File: src/boomPkg.sv
`default_nettype none

package boomPkg;

  // coordinate widths for the scan position
  localparam int xWidth = 9;
  localparam int yWidth = 8;

  // visible area of the raster
  localparam logic [xWidth-1:0] hActive = 9'd320;
  localparam logic [yWidth-1:0] vActive = 8'd240;

  // full scan including the blanking band
  localparam logic [xWidth-1:0] hTotal = 9'd336;
  localparam logic [yWidth-1:0] vTotal = 8'd248;

  // top left corner of the word on screen
  localparam int startX = 82;
  localparam int startY = 96;

  // horizontal bars, offsets from the word origin
  localparam int numHorBars = 8;
  localparam logic [xWidth-1:0] horX [numHorBars] = '{
    9'd4, 9'd27, 9'd60, 9'd60, 9'd93, 9'd93, 9'd126, 9'd126
  };
  localparam logic [yWidth-1:0] horY [numHorBars] = '{
    8'd42, 8'd42, 8'd0, 8'd42, 8'd0, 8'd42, 8'd0, 8'd42
  };
  localparam int horLen = 20;

  // vertical bars, two stacked per letter side
  localparam int numVerBars = 16;
  localparam logic [xWidth-1:0] verX [numVerBars] = '{
    9'd0, 9'd0, 9'd23, 9'd23, 9'd46, 9'd46, 9'd56, 9'd56,
    9'd79, 9'd79, 9'd89, 9'd89, 9'd112, 9'd112, 9'd122, 9'd122
  };
  localparam logic [yWidth-1:0] verY [numVerBars] = '{
    8'd3, 8'd24, 8'd3, 8'd24, 8'd3, 8'd24, 8'd3, 8'd24,
    8'd3, 8'd24, 8'd3, 8'd24, 8'd3, 8'd24, 8'd3, 8'd24
  };
  localparam int verLen = 20;

  // extra short bars closing the bowls of the B
  localparam int topBX = 137;
  localparam int topBY = 24;
  localparam int topBLen = 17;
  localparam int midBX = 126;
  localparam int midBY = 21;
  localparam int midBLen = 12;
  localparam int botBX = 137;
  localparam int botBY = 6;
  localparam int botBLen = 17;

  // 4 bits per channel, r g b
  localparam int rgbWidth = 12;
  localparam logic [rgbWidth-1:0] bgColor = 12'h004;
  localparam logic [rgbWidth-1:0] fgColor = 12'hFA0;
  // odd frames in flash mode
  localparam logic [rgbWidth-1:0] altColor = 12'hF00;

endpackage

`default_nettype wire

File: src/pixelBus.sv
`timescale 1ns/1ps
`default_nettype none

interface pixelBus;

  // current scan position
  logic [boomPkg::xWidth-1:0] x;
  logic [boomPkg::yWidth-1:0] y;
  // position lies inside the visible area
  logic active;
  // position is (0,0)
  logic frameStart;
  // pixel strobe, pipeline stages advance on it
  logic step;

  modport source (output x, output y, output active, output frameStart, output step);

  modport sink (input x, input y, input active, input frameStart, input step);

endinterface

`default_nettype wire

File: src/scanCounter.sv
`timescale 1ns/1ps
`default_nettype none

module scanCounter (
  input logic clk,
  input logic rstN,
  input logic pixelEn,
  pixelBus.source bus
);

  logic [boomPkg::xWidth-1:0] hCount;
  logic [boomPkg::yWidth-1:0] vCount;
  logic hLast;
  logic vLast;

  // last column and last line of the full scan
  assign hLast = (hCount == boomPkg::hTotal - 1'b1);
  assign vLast = (vCount == boomPkg::vTotal - 1'b1);

  // x runs every strobe, y only when x wraps
  always_ff @(posedge clk or negedge rstN) begin
    if (!rstN) begin
      hCount <= '0;
      vCount <= '0;
    end else if (pixelEn) begin
      if (hLast) begin
        hCount <= '0;
        if (vLast) begin
          vCount <= '0;
        end else begin
          vCount <= vCount + 1'b1;
        end
      end else begin
        hCount <= hCount + 1'b1;
      end
    end
  end

  assign bus.x = hCount;
  assign bus.y = vCount;

  // visible window is the top left corner of the scan
  assign bus.active = (hCount < boomPkg::hActive) && (vCount < boomPkg::vActive);

  // one position per frame
  assign bus.frameStart = (hCount == '0) && (vCount == '0);

  // strobe travels with the position
  assign bus.step = pixelEn;

endmodule

`default_nettype wire

File: src/roundBar.sv
`timescale 1ns/1ps
`default_nettype none

module roundBar #(
  parameter int originX = 0,
  parameter int originY = 0,
  parameter int barLen = 20,
  parameter bit vertical = 1'b0
) (
  input logic [boomPkg::xWidth-1:0] x,
  input logic [boomPkg::yWidth-1:0] y,
  output logic hit
);

  // position along the bar and across its 5 pixel width
  logic [boomPkg::xWidth-1:0] alongPos;
  logic [boomPkg::xWidth-1:0] crossPos;
  int alongOff;
  int crossOff;
  logic centreRow;
  logic innerRow;
  logic tipRow;

  // a vertical bar is a horizontal one with x and y swapped
  always_comb begin
    if (vertical) begin
      alongPos = boomPkg::xWidth'(y);
      crossPos = x;
    end else begin
      alongPos = x;
      crossPos = boomPkg::xWidth'(y);
    end
  end

  // signed offsets, negative when left of or above the origin
  assign alongOff = int'(alongPos) - (vertical ? originY : originX);
  assign crossOff = int'(crossPos) - (vertical ? originX : originY);

  // middle row spans the full length
  assign centreRow = (crossOff == 2) && (alongOff >= 0) && (alongOff <= barLen - 1);

  // rows next to it lose one pixel at each end
  assign innerRow = ((crossOff == 1) || (crossOff == 3))
                    && (alongOff >= 1) && (alongOff <= barLen - 2);

  // outer rows lose two, which rounds the ends
  assign tipRow = ((crossOff == 0) || (crossOff == 4))
                  && (alongOff >= 2) && (alongOff <= barLen - 3);

  assign hit = centreRow || innerRow || tipRow;

endmodule

`default_nettype wire

File: src/boomGlyph.sv
`timescale 1ns/1ps
`default_nettype none

module boomGlyph (
  input logic clk,
  input logic rstN,
  input logic show,
  pixelBus.sink bus,
  output logic wordPixel,
  output logic activeD,
  output logic frameStartD
);

  logic [boomPkg::numHorBars-1:0] horHit;
  logic [boomPkg::numVerBars-1:0] verHit;
  // top, middle and bottom extra of the B
  logic [2:0] bHit;
  logic wordHit;

  // horizontal strokes of B, O, O, M
  for (genvar i = 0; i < boomPkg::numHorBars; i++) begin : genHor
    roundBar #(
      .originX (boomPkg::startX + boomPkg::horX[i]),
      .originY (boomPkg::startY + boomPkg::horY[i]),
      .barLen  (boomPkg::horLen),
      .vertical(1'b0)
    ) u_horBar (
      .x  (bus.x),
      .y  (bus.y),
      .hit(horHit[i])
    );
  end

  // letter sides, upper and lower half each
  for (genvar j = 0; j < boomPkg::numVerBars; j++) begin : genVer
    roundBar #(
      .originX (boomPkg::startX + boomPkg::verX[j]),
      .originY (boomPkg::startY + boomPkg::verY[j]),
      .barLen  (boomPkg::verLen),
      .vertical(1'b1)
    ) u_verBar (
      .x  (bus.x),
      .y  (bus.y),
      .hit(verHit[j])
    );
  end

  roundBar #(
    .originX (boomPkg::startX + boomPkg::topBX),
    .originY (boomPkg::startY + boomPkg::topBY),
    .barLen  (boomPkg::topBLen),
    .vertical(1'b1)
  ) u_topB (.x(bus.x), .y(bus.y), .hit(bHit[0]));

  roundBar #(
    .originX (boomPkg::startX + boomPkg::midBX),
    .originY (boomPkg::startY + boomPkg::midBY),
    .barLen  (boomPkg::midBLen),
    .vertical(1'b0)
  ) u_midB (.x(bus.x), .y(bus.y), .hit(bHit[1]));

  roundBar #(
    .originX (boomPkg::startX + boomPkg::botBX),
    .originY (boomPkg::startY + boomPkg::botBY),
    .barLen  (boomPkg::botBLen),
    .vertical(1'b1)
  ) u_botB (.x(bus.x), .y(bus.y), .hit(bHit[2]));

  // any bar makes the pixel part of the word
  assign wordHit = (|horHit) || (|verHit) || (|bHit);

  // first pipeline stage, flags follow the pixel
  always_ff @(posedge clk or negedge rstN) begin
    if (!rstN) begin
      wordPixel <= 1'b0;
      activeD <= 1'b0;
      frameStartD <= 1'b0;
    end else if (bus.step) begin
      wordPixel <= show && wordHit;
      activeD <= bus.active;
      frameStartD <= bus.frameStart;
    end
  end

endmodule

`default_nettype wire

File: src/pixelColor.sv
`timescale 1ns/1ps
`default_nettype none

module pixelColor (
  input logic clk,
  input logic rstN,
  input logic step,
  input logic flash,
  input logic wordPixel,
  input logic activeD,
  input logic frameStartD,
  output logic [11:0] rgb,
  output logic activeOut,
  output logic frameStartOut
);

  logic [7:0] frameCount;
  // frame number that the current pixel belongs to
  logic [7:0] frameNext;
  logic [boomPkg::rgbWidth-1:0] colorNext;

  // the first pixel of a frame already sees the new number
  assign frameNext = frameStartD ? frameCount + 1'b1 : frameCount;

  always_comb begin
    if (!activeD) begin
      // blanking band is black
      colorNext = '0;
    end else if (wordPixel) begin
      // odd frames swap to the alternate colour when flashing
      colorNext = (flash && frameNext[0]) ? boomPkg::altColor : boomPkg::fgColor;
    end else begin
      colorNext = boomPkg::bgColor;
    end
  end

  // frame counter moves only with the stream
  always_ff @(posedge clk or negedge rstN) begin
    if (!rstN) begin
      frameCount <= '0;
    end else if (step) begin
      frameCount <= frameNext;
    end
  end

  // second pipeline stage
  always_ff @(posedge clk or negedge rstN) begin
    if (!rstN) begin
      rgb <= '0;
      activeOut <= 1'b0;
      frameStartOut <= 1'b0;
    end else if (step) begin
      rgb <= colorNext;
      activeOut <= activeD;
      frameStartOut <= frameStartD;
    end
  end

endmodule

`default_nettype wire

File: src/boomDisplay.sv
`timescale 1ns/1ps
`default_nettype none

module boomDisplay (
  input logic clk,
  input logic rstN,
  input logic pixelEn,
  input logic show,
  input logic flash,
  output logic [11:0] rgb,
  output logic activeOut,
  output logic frameStartOut
);

  // glyph stage to colour stage
  logic wordPixel;
  logic activeD;
  logic frameStartD;

  pixelBus pixBus ();

  // scan position and its flags
  scanCounter u_scanCounter (
    .clk    (clk),
    .rstN   (rstN),
    .pixelEn(pixelEn),
    .bus    (pixBus.source)
  );

  // word shape, one strobe behind the counter
  boomGlyph u_boomGlyph (
    .clk        (clk),
    .rstN       (rstN),
    .show       (show),
    .bus        (pixBus.sink),
    .wordPixel  (wordPixel),
    .activeD    (activeD),
    .frameStartD(frameStartD)
  );

  // colour and blanking, two strobes behind the counter
  pixelColor u_pixelColor (
    .clk          (clk),
    .rstN         (rstN),
    .step         (pixBus.step),
    .flash        (flash),
    .wordPixel    (wordPixel),
    .activeD      (activeD),
    .frameStartD  (frameStartD),
    .rgb          (rgb),
    .activeOut    (activeOut),
    .frameStartOut(frameStartOut)
  );

endmodule

`default_nettype wire

File: config.mk
export PLATFORM = sky130hd
export DESIGN_NAME = boomDisplay
export DESIGN_NICKNAME = d
export VERILOG_FILES = /design/src/boomPkg.sv /design/src/pixelBus.sv /design/src/scanCounter.sv /design/src/roundBar.sv /design/src/boomGlyph.sv /design/src/pixelColor.sv /design/src/boomDisplay.sv
export SDC_FILE = /design/constraint.sdc
export NUM_CORES = 1
export LEC_CHECK = 0
export BUFFER_PORTS_ARGS = -buffer_cell sky130_fd_sc_hd__buf_2
export CAP_MARGIN = 20
export CELL_PAD_IN_SITES_DETAIL_PLACEMENT = 1
export CELL_PAD_IN_SITES_GLOBAL_PLACEMENT = 1
export CORE_MARGIN = 5
export CORE_UTILIZATION = 44
export CTS_BUF_LIST = sky130_fd_sc_hd__clkbuf_8
export DETAILED_ROUTE_END_ITERATION = 10
export PLACE_DENSITY = 0.9
export SKIP_CTS_REPAIR_TIMING = 1
export SYNTH_ARGS = -nofsm -noshare
export SYNTH_HDL_FRONTEND = slang
export SYNTH_SLANG_ARGS = --single-unit
export TNS_END_PERCENT = 10
File: constraint.sdc
create_clock -name clk -period 3.2 [get_ports clk]
set_input_delay 0.96 -clock clk [delete_from_list [all_inputs] [get_ports clk]]
set_output_delay 0.96 -clock clk [all_outputs]
set_load 0.05 [all_outputs]
==> Word level (Yosys, flattened, before mapping) <==
Index checks and enable logic that the tools add are counted.
{ "op_classes": {"reduce_logical": 265, "mux": 6, "magnitude_cmp": 56, "eq_ne": 50, "addsub": 23} }
{ "ops": {"columns": ["operator", "count"], "rows": [
  ["32-bit by 6-bit less-or-equal comparator with 1-bit output, second input constant", 23],
  ["32-bit zero test", 12],
  ["32-bit by 1-bit greater-or-equal comparator with 1-bit output, second input constant", 8],
  ["32-bit by 2-bit greater-or-equal comparator with 1-bit output, second input constant", 8],
  ["32-bit by 3-bit greater-or-equal comparator with 1-bit output, second input constant", 8],
  ["32-bit by 5-bit less-or-equal comparator with 1-bit output, second input constant", 7],
  ["10-bit by 3-bit equality test with 1-bit output, second input constant", 18],
  ["1-bit logical AND", 166],
  ["9-bit by 8-bit subtractor with 10-bit output, second input constant", 10],
  ["10-bit by 2-bit equality test with 1-bit output, second input constant", 9],
  ["10-bit by 4-bit equality test with 1-bit output, second input constant", 9],
  ["1-bit logical OR", 80],
  ["9-bit by 3-bit equality test with 1-bit output, second input constant", 6],
  ["8-bit by 7-bit subtractor with 9-bit output, second input constant", 5],
  ["9-bit by 7-bit subtractor with 10-bit output, second input constant", 4],
  ["9-bit by 2-bit equality test with 1-bit output, second input constant", 3],
  ["9-bit by 4-bit equality test with 1-bit output, second input constant", 3],
  ["12-bit 2-to-1 mux", 2],
  ["8-bit by 1-bit adder with 8-bit output, second input constant", 2],
  ["8-bit 2-to-1 mux", 2],
  ["16-bit OR reduction", 1],
  ["9-bit by 1-bit adder with 9-bit output, second input constant", 1],
  ["9-bit equality test, second input constant", 1],
  ["9-bit zero test", 1],
  ["10 further kinds", 11]
]} }
{ "word_totals": {"output_inout_bits": 14, "reg_bits": 42, "wordCells": 410} }

==> Logic depth before layout (Yosys ltp) <==
{ "logic_depth": {"ltp_word": 11, "depth_mapped": 13} }

==> Hierarchy <==
A second synthesis with hierarchy kept.
{ "unflattened": {"cells_unflattened": 1524, "hier_area_um2": 11289.6} }
{ "by_module_without_submodules": {"columns": ["module", "n_inst", "area_each_um2", "cells_per_inst"], "rows": [
  ["scanCounter", 1, 1004.7, 101],
  ["roundBar at u_boomGlyph.genVer[6].u_verBar ...", 2, 392.9, 58],
  ["roundBar at u_boomGlyph.genHor[7].u_horBar ...", 2, 341.6, 51],
  ["roundBar at u_boomGlyph.genVer[3].u_verBar ...", 2, 282.8, 40],
  ["roundBar at u_boomGlyph.genVer[10].u_verBar", 1, 511.7, 73],
  ["roundBar at u_boomGlyph.genVer[13].u_verBar", 1, 444.2, 64],
  ["roundBar at u_boomGlyph.genHor[0].u_horBar", 1, 439.2, 62],
  ["roundBar at u_boomGlyph.genHor[3].u_horBar", 1, 439.2, 58],
  ["roundBar at u_boomGlyph.genHor[1].u_horBar", 1, 419.2, 63],
  ["roundBar at u_boomGlyph.genHor[4].u_horBar", 1, 405.4, 60],
  ["roundBar at u_boomGlyph.genHor[5].u_horBar", 1, 400.4, 57],
  ["roundBar at u_boomGlyph.genVer[0].u_verBar", 1, 399.1, 57],
  ["roundBar at u_boomGlyph.genVer[2].u_verBar", 1, 391.6, 52],
  ["roundBar at u_boomGlyph.genVer[14].u_verBar", 1, 390.4, 55],
  ["+13 rows", null, null, null]
]} }

==> Least setup slack after synthesis <==
Ideal clock, no wire load.
{ "synth_path": {"kind": "register to register", "startpoint": "register u_scanCounter.hCount, in the netlist u_scanCounter.bus.x[2]", "endpoint": "register u_boomGlyph.wordPixel", "arrival_ns": 3.047, "path_slack_ns": 0.029, "required_time_ns": 3.076, "path_stages_with_launch": 14, "synth_period_minus_slack_ns": 3.171, "path_buffers": 3, "cell_sequence": "dfrtp_1 -> buf_6 -> buf_4 -> buf_4 -> inv_2 -> ha_1 -> nor2b_1 -> o211ai_1 -> nor3b_1 -> o211a_4 -> a211oi_2 -> o32ai_1 -> or4_1 -> o31a_1"} }
{ "synth_via": {"elab_chain_len": 11, "elab_cells_between_ends": 332, "cone_classes": "add/sub: 14; order compare: 33; eq/ne: 36; reduce/logical: 249"} }
{ "synth_rtl": {"columns": ["item", "line", "rtl"], "rows": [
  ["from (decl)", "scanCounter.sv:11", "logic [boomPkg::xWidth-1:0] hCount;"],
  ["from (signal assigned)", "scanCounter.sv:34", "hCount <= hCount + 1'b1;"],
  ["parallel branches: the longest is 9 deep, another holds 32-bit by 1-bit greater-or-equal comparator with 1-bit output", null, null],
  ["1-bit logical OR (*)", "boomGlyph.sv:70", "assign wordHit = (|horHit) || (|verHit) || (|bHit);"],
  ["1-bit logical AND (*)", "boomGlyph.sv:79", "wordPixel <= show && wordHit;"],
  ["to (signal assigned)", "boomGlyph.sv:79", null],
  ["to (decl)", "boomGlyph.sv:9", "output logic wordPixel,"]
]} }
Every way passes the cells marked *.
A chain may end at the register's enable or synchronous reset.

==> Worst setup path after layout <==
{ "layout_path": {"startpoint": "register u_scanCounter.vCount, in the netlist u_scanCounter.bus.y[1]", "endpoint": "register u_boomGlyph.wordPixel"} }
{ "layout_via": {"elab_chain_len": 11, "elab_cells_between_ends": 270, "cone_classes": "add/sub: 6; order compare: 21; eq/ne: 12; reduce/logical: 231"} }
{ "layout_rtl": {"columns": ["item", "line", "rtl"], "rows": [
  ["from (decl)", "scanCounter.sv:12", "logic [boomPkg::yWidth-1:0] vCount;"],
  ["from (signal assigned)", "scanCounter.sv:31", "vCount <= vCount + 1'b1;"],
  ["parallel branches: the longest is 9 deep, another holds 32-bit by 1-bit greater-or-equal comparator with 1-bit output", null, null],
  ["1-bit logical OR (*)", "boomGlyph.sv:70", null],
  ["1-bit logical AND (*)", "boomGlyph.sv:79", null]
]} }
Marked as above.

==> flow_summary.json <==
{
  "status": "complete, but fails checks",
  "violations": "setup timing",
  "ant_nets": 0,
  "totalWireLength_um": 21560,
  "routabilityCongestion": 1.114,
  "rows": 39,
  "antenna_found_initial": 0,
  "worstPathArrival_ns": 3.43,
  "p_total_uw": 2998,
  "tns_ns": -0.04386,
  "worst_slew_pin_slew_ns": 0.6970,
  "ys_types": 89,
  "drc_errors": 0,
  "p_leak_uw": 0.002291,
  "track_usage_pct": 27.97,
  "ys_warn_count": 0,
  "placed_cells": 829,
  "path_cells": "inv_1 -> ha_1 -> nor4bb_1 -> o211ai_1 -> nand4b_1 -> o21ai_0 -> a32oi_1 -> nand4_1 -> or4_1 -> o31a_1",
  "cts_buffer_depth": 2,
  "grt_overflow": 0,
  "critPathMaxStageDelay_ns": 0.52,
  "die_w_um": 117.4,
  "die-height_um": 117.4,
  "die-area_um2": 13770,
  "nets": 745,
  "clock-sinks": 26,
  "timing.slew.headroom_pct": 53.53,
  "stdcell_count": 835,
  "yosysTopAreaCellShare_pct": 12.83,
  "avgSynthCellArea_um2": 7.469,
  "hold_ws_ns": 0.4994,
  "worst-path-buf-inv": 1,
  "grt_max_degree": 34,
  "synth-seq-area-share_pct": 12.83,
  "fmax_mhz": 308.3,
  "ys_top_cells_by_area": "dfrtp_1 (13%), ha_1 (12%), o21ai_0 (5.2%), xnor2_1 (4.5%), a21oi_1 (3.4%)",
  "clk_pin_slew_worst_paths_ns": 0.12,
  "io_buffers": 13,
  "vdd_drop_max_mv": 0.2656,
  "insertedDiodeCount": 0,
  "worst_skew_pair.late_latency_ns": 0.29,
  "dp.final_hpwl_um": 15640,
  "ios": 19,
  "htreeDepth": 1,
  "crit_family": "simple AND/OR/NAND/NOR gates",
  "initial_utilization_pct": 44.60,
  "worstSetupPathType": "reg2reg",
  "yosys_most_used_dff": "dfrtp_1",
  "drt_first_iter_violations": 812,
  "layout_setup_ws_ns": -0.04386,
  "grt_pass1_vias": 6024,
  "synth_common_cells": "o21ai_0 (53), ha_1 (47), nand2_1 (45), nor2_1 (39), a21oi_1 (34)",
  "power.density_nw_per_um2": 538.8,
  "synth_edf_count": 0,
  "cts_tree": "done",
  "hp-class": "reg2reg",
  "vias": 5987,
  "critPathMaxFanout": 9,
  "core_area_um2": 11370,
  "min_period_ns": 3.244,
  "cts.root.buffer_cell": "clkbuf_8",
  "cp-start-kind": "flop",
  "vias_per_cell": 7.170,
  "setup_viol": 1,
  "finalHoldViolations": 0,
  "synth_area_um2": 5071,
  "slew_violations": 0,
  "synth_area_leader_cell": "dfrtp_1",
  "first_pass_iters": 6,
  "worst_path_max_delay_cell": "or4_1",
  "pre_cts_ws_ns": 0.003990,
  "postSynth.asyncResetShare_pct": 100.0,
  "syn_inst": 679,
  "area_delta_synth_final_pct": 9.721,
  "worstPathRequired_ns": 3.38,
  "synth.most_common_cell": "o21ai_0",
  "skew_ns": 0.01494,
  "cts_buffers": 3,
  "ys_seq_elements": 26,
  "wl_per_cell_um": 25.82,
  "grt_pass1_wl_um": 32490,
  "cp-end-kind": "flop",
  "drv_cap": 0,
  "layout-drive-gt1-share_pct": 16.47,
  "fin_crit_sh_pct": 101.4
}
==> layout by cell type, fill, tap and decap left out, types with 13 or more instances in the layout <==
cell      instances
nand2_1          45
nand3_1          28
ha_1             44
buf_2            13
nand2b_1         13
inv_1            28
buf_4            52
nor3_1           17
o21ai_0          53
xnor2_1          22
nor2_1           39
dfrtp_1          22
a21oi_1          33
nand4_1          14
==> final cells by class <==
type	instances	area (um2)
clock inverter	1	30.03
multi-input combinational	563	4061
inverter	33	127.6
clock buffer	3	41.29
fill	1424	5806
tap	143	178.9
sequential	26	658.1
timing repair buffer	66	466.7
==> worst register-to-register path: stages, from the launching register on <==
cell and delay (ns):
dfrtp_1 0.39, inv_1 0.17, ha_1 0.33, nor4bb_1 0.50, o211ai_1 0.18, nand4b_1 0.20
o21ai_0 0.14, a32oi_1 0.25, nand4_1 0.12, or4_1 0.52, o31a_1 0.34
==> routing by layer <==
| layer | routed length (um) | GRT usage (%) | share of wire [%] | vias to the layer above |
|---|---|---|---|---|
| met5 | 0 | 0 | 0 | - |
| met4 | 1339 | 13.63 | 6.2 | 0 |
| met3 | 1728 | 4.042 | 8.0 | 120 |
| met2 | 10190 | 47.14 | 47 | 389 |
| met1 | 8305 | 34.74 | 39 | 2927 |
| li1 | - | - | - | 2551 |
==> metrics by stage <==
step	area (um2)	utilization, %
floorplan	5086	-
global placement	5379	47.31
global route	5564	48.94
detailed placement	5379	47.31
finish	5564	48.94
CTS	5450	47.94
==> final timing paths <==
kind / startpoint / end / slack [ns] / cells after the start
worst max-delay path: u_scanCounter.bus.y[1]$_DFFE_PN0P_ / u_boomGlyph.wordPixel$_DFFE_PN0P_ / -0.04 / 10
max in group asynchronous: rstN / u_scanCounter.bus.x[3]$_DFFE_PN0P_ / 1.99 / 1
worst max register to register: u_scanCounter.bus.y[1]$_DFFE_PN0P_ / u_boomGlyph.wordPixel$_DFFE_PN0P_ / -0.04 / 10
worst min register to register: u_pixelColor.frameCount[0]$_DFFE_PN0P_ / u_pixelColor.frameCount[0]$_DFFE_PN0P_ / 0.50 / 1
min in group asynchronous: rstN / u_scanCounter.bus.y[7]$_DFFE_PN0P_ / 0.70 / 1
worst min-delay path: u_pixelColor.frameCount[0]$_DFFE_PN0P_ / u_pixelColor.frameCount[0]$_DFFE_PN0P_ / 0.50 / 1
==> flip-flops by register name (all words and copies together) (netlist names) <==
register	flops
u_boomGlyph.activeD	1
u_scanCounter.bus.x	9
u_scanCounter.bus.y	8
u_pixelColor.frameCount	1
u_boomGlyph.wordPixel	1
u_pixelColor.rgb	3
u_boomGlyph.frameStartD	1
u_pixelColor.frameStartOut	1
u_pixelColor.activeOut	1
==> power breakdown <==
group	leakage, uW	switching (uW)	internal [uW]	total [uW]
combinational	0.00193	1410	811	2220
clock	0.0000357	132	168	300
sequential	0.000329	115	366	481
total	0.00229	1650	1350	3000
==> logic make-up after synthesis <==
family          share of synthesized area [%]
simple gates                            26.42
compound gates                          32.25
buf+inv                                 9.055
fa+ha+maj                               11.60
xor+xnor                                5.675
flops                                   12.83
mux                                     2.097
other cells                           0.07395
(Power assumes the default switching activity.)
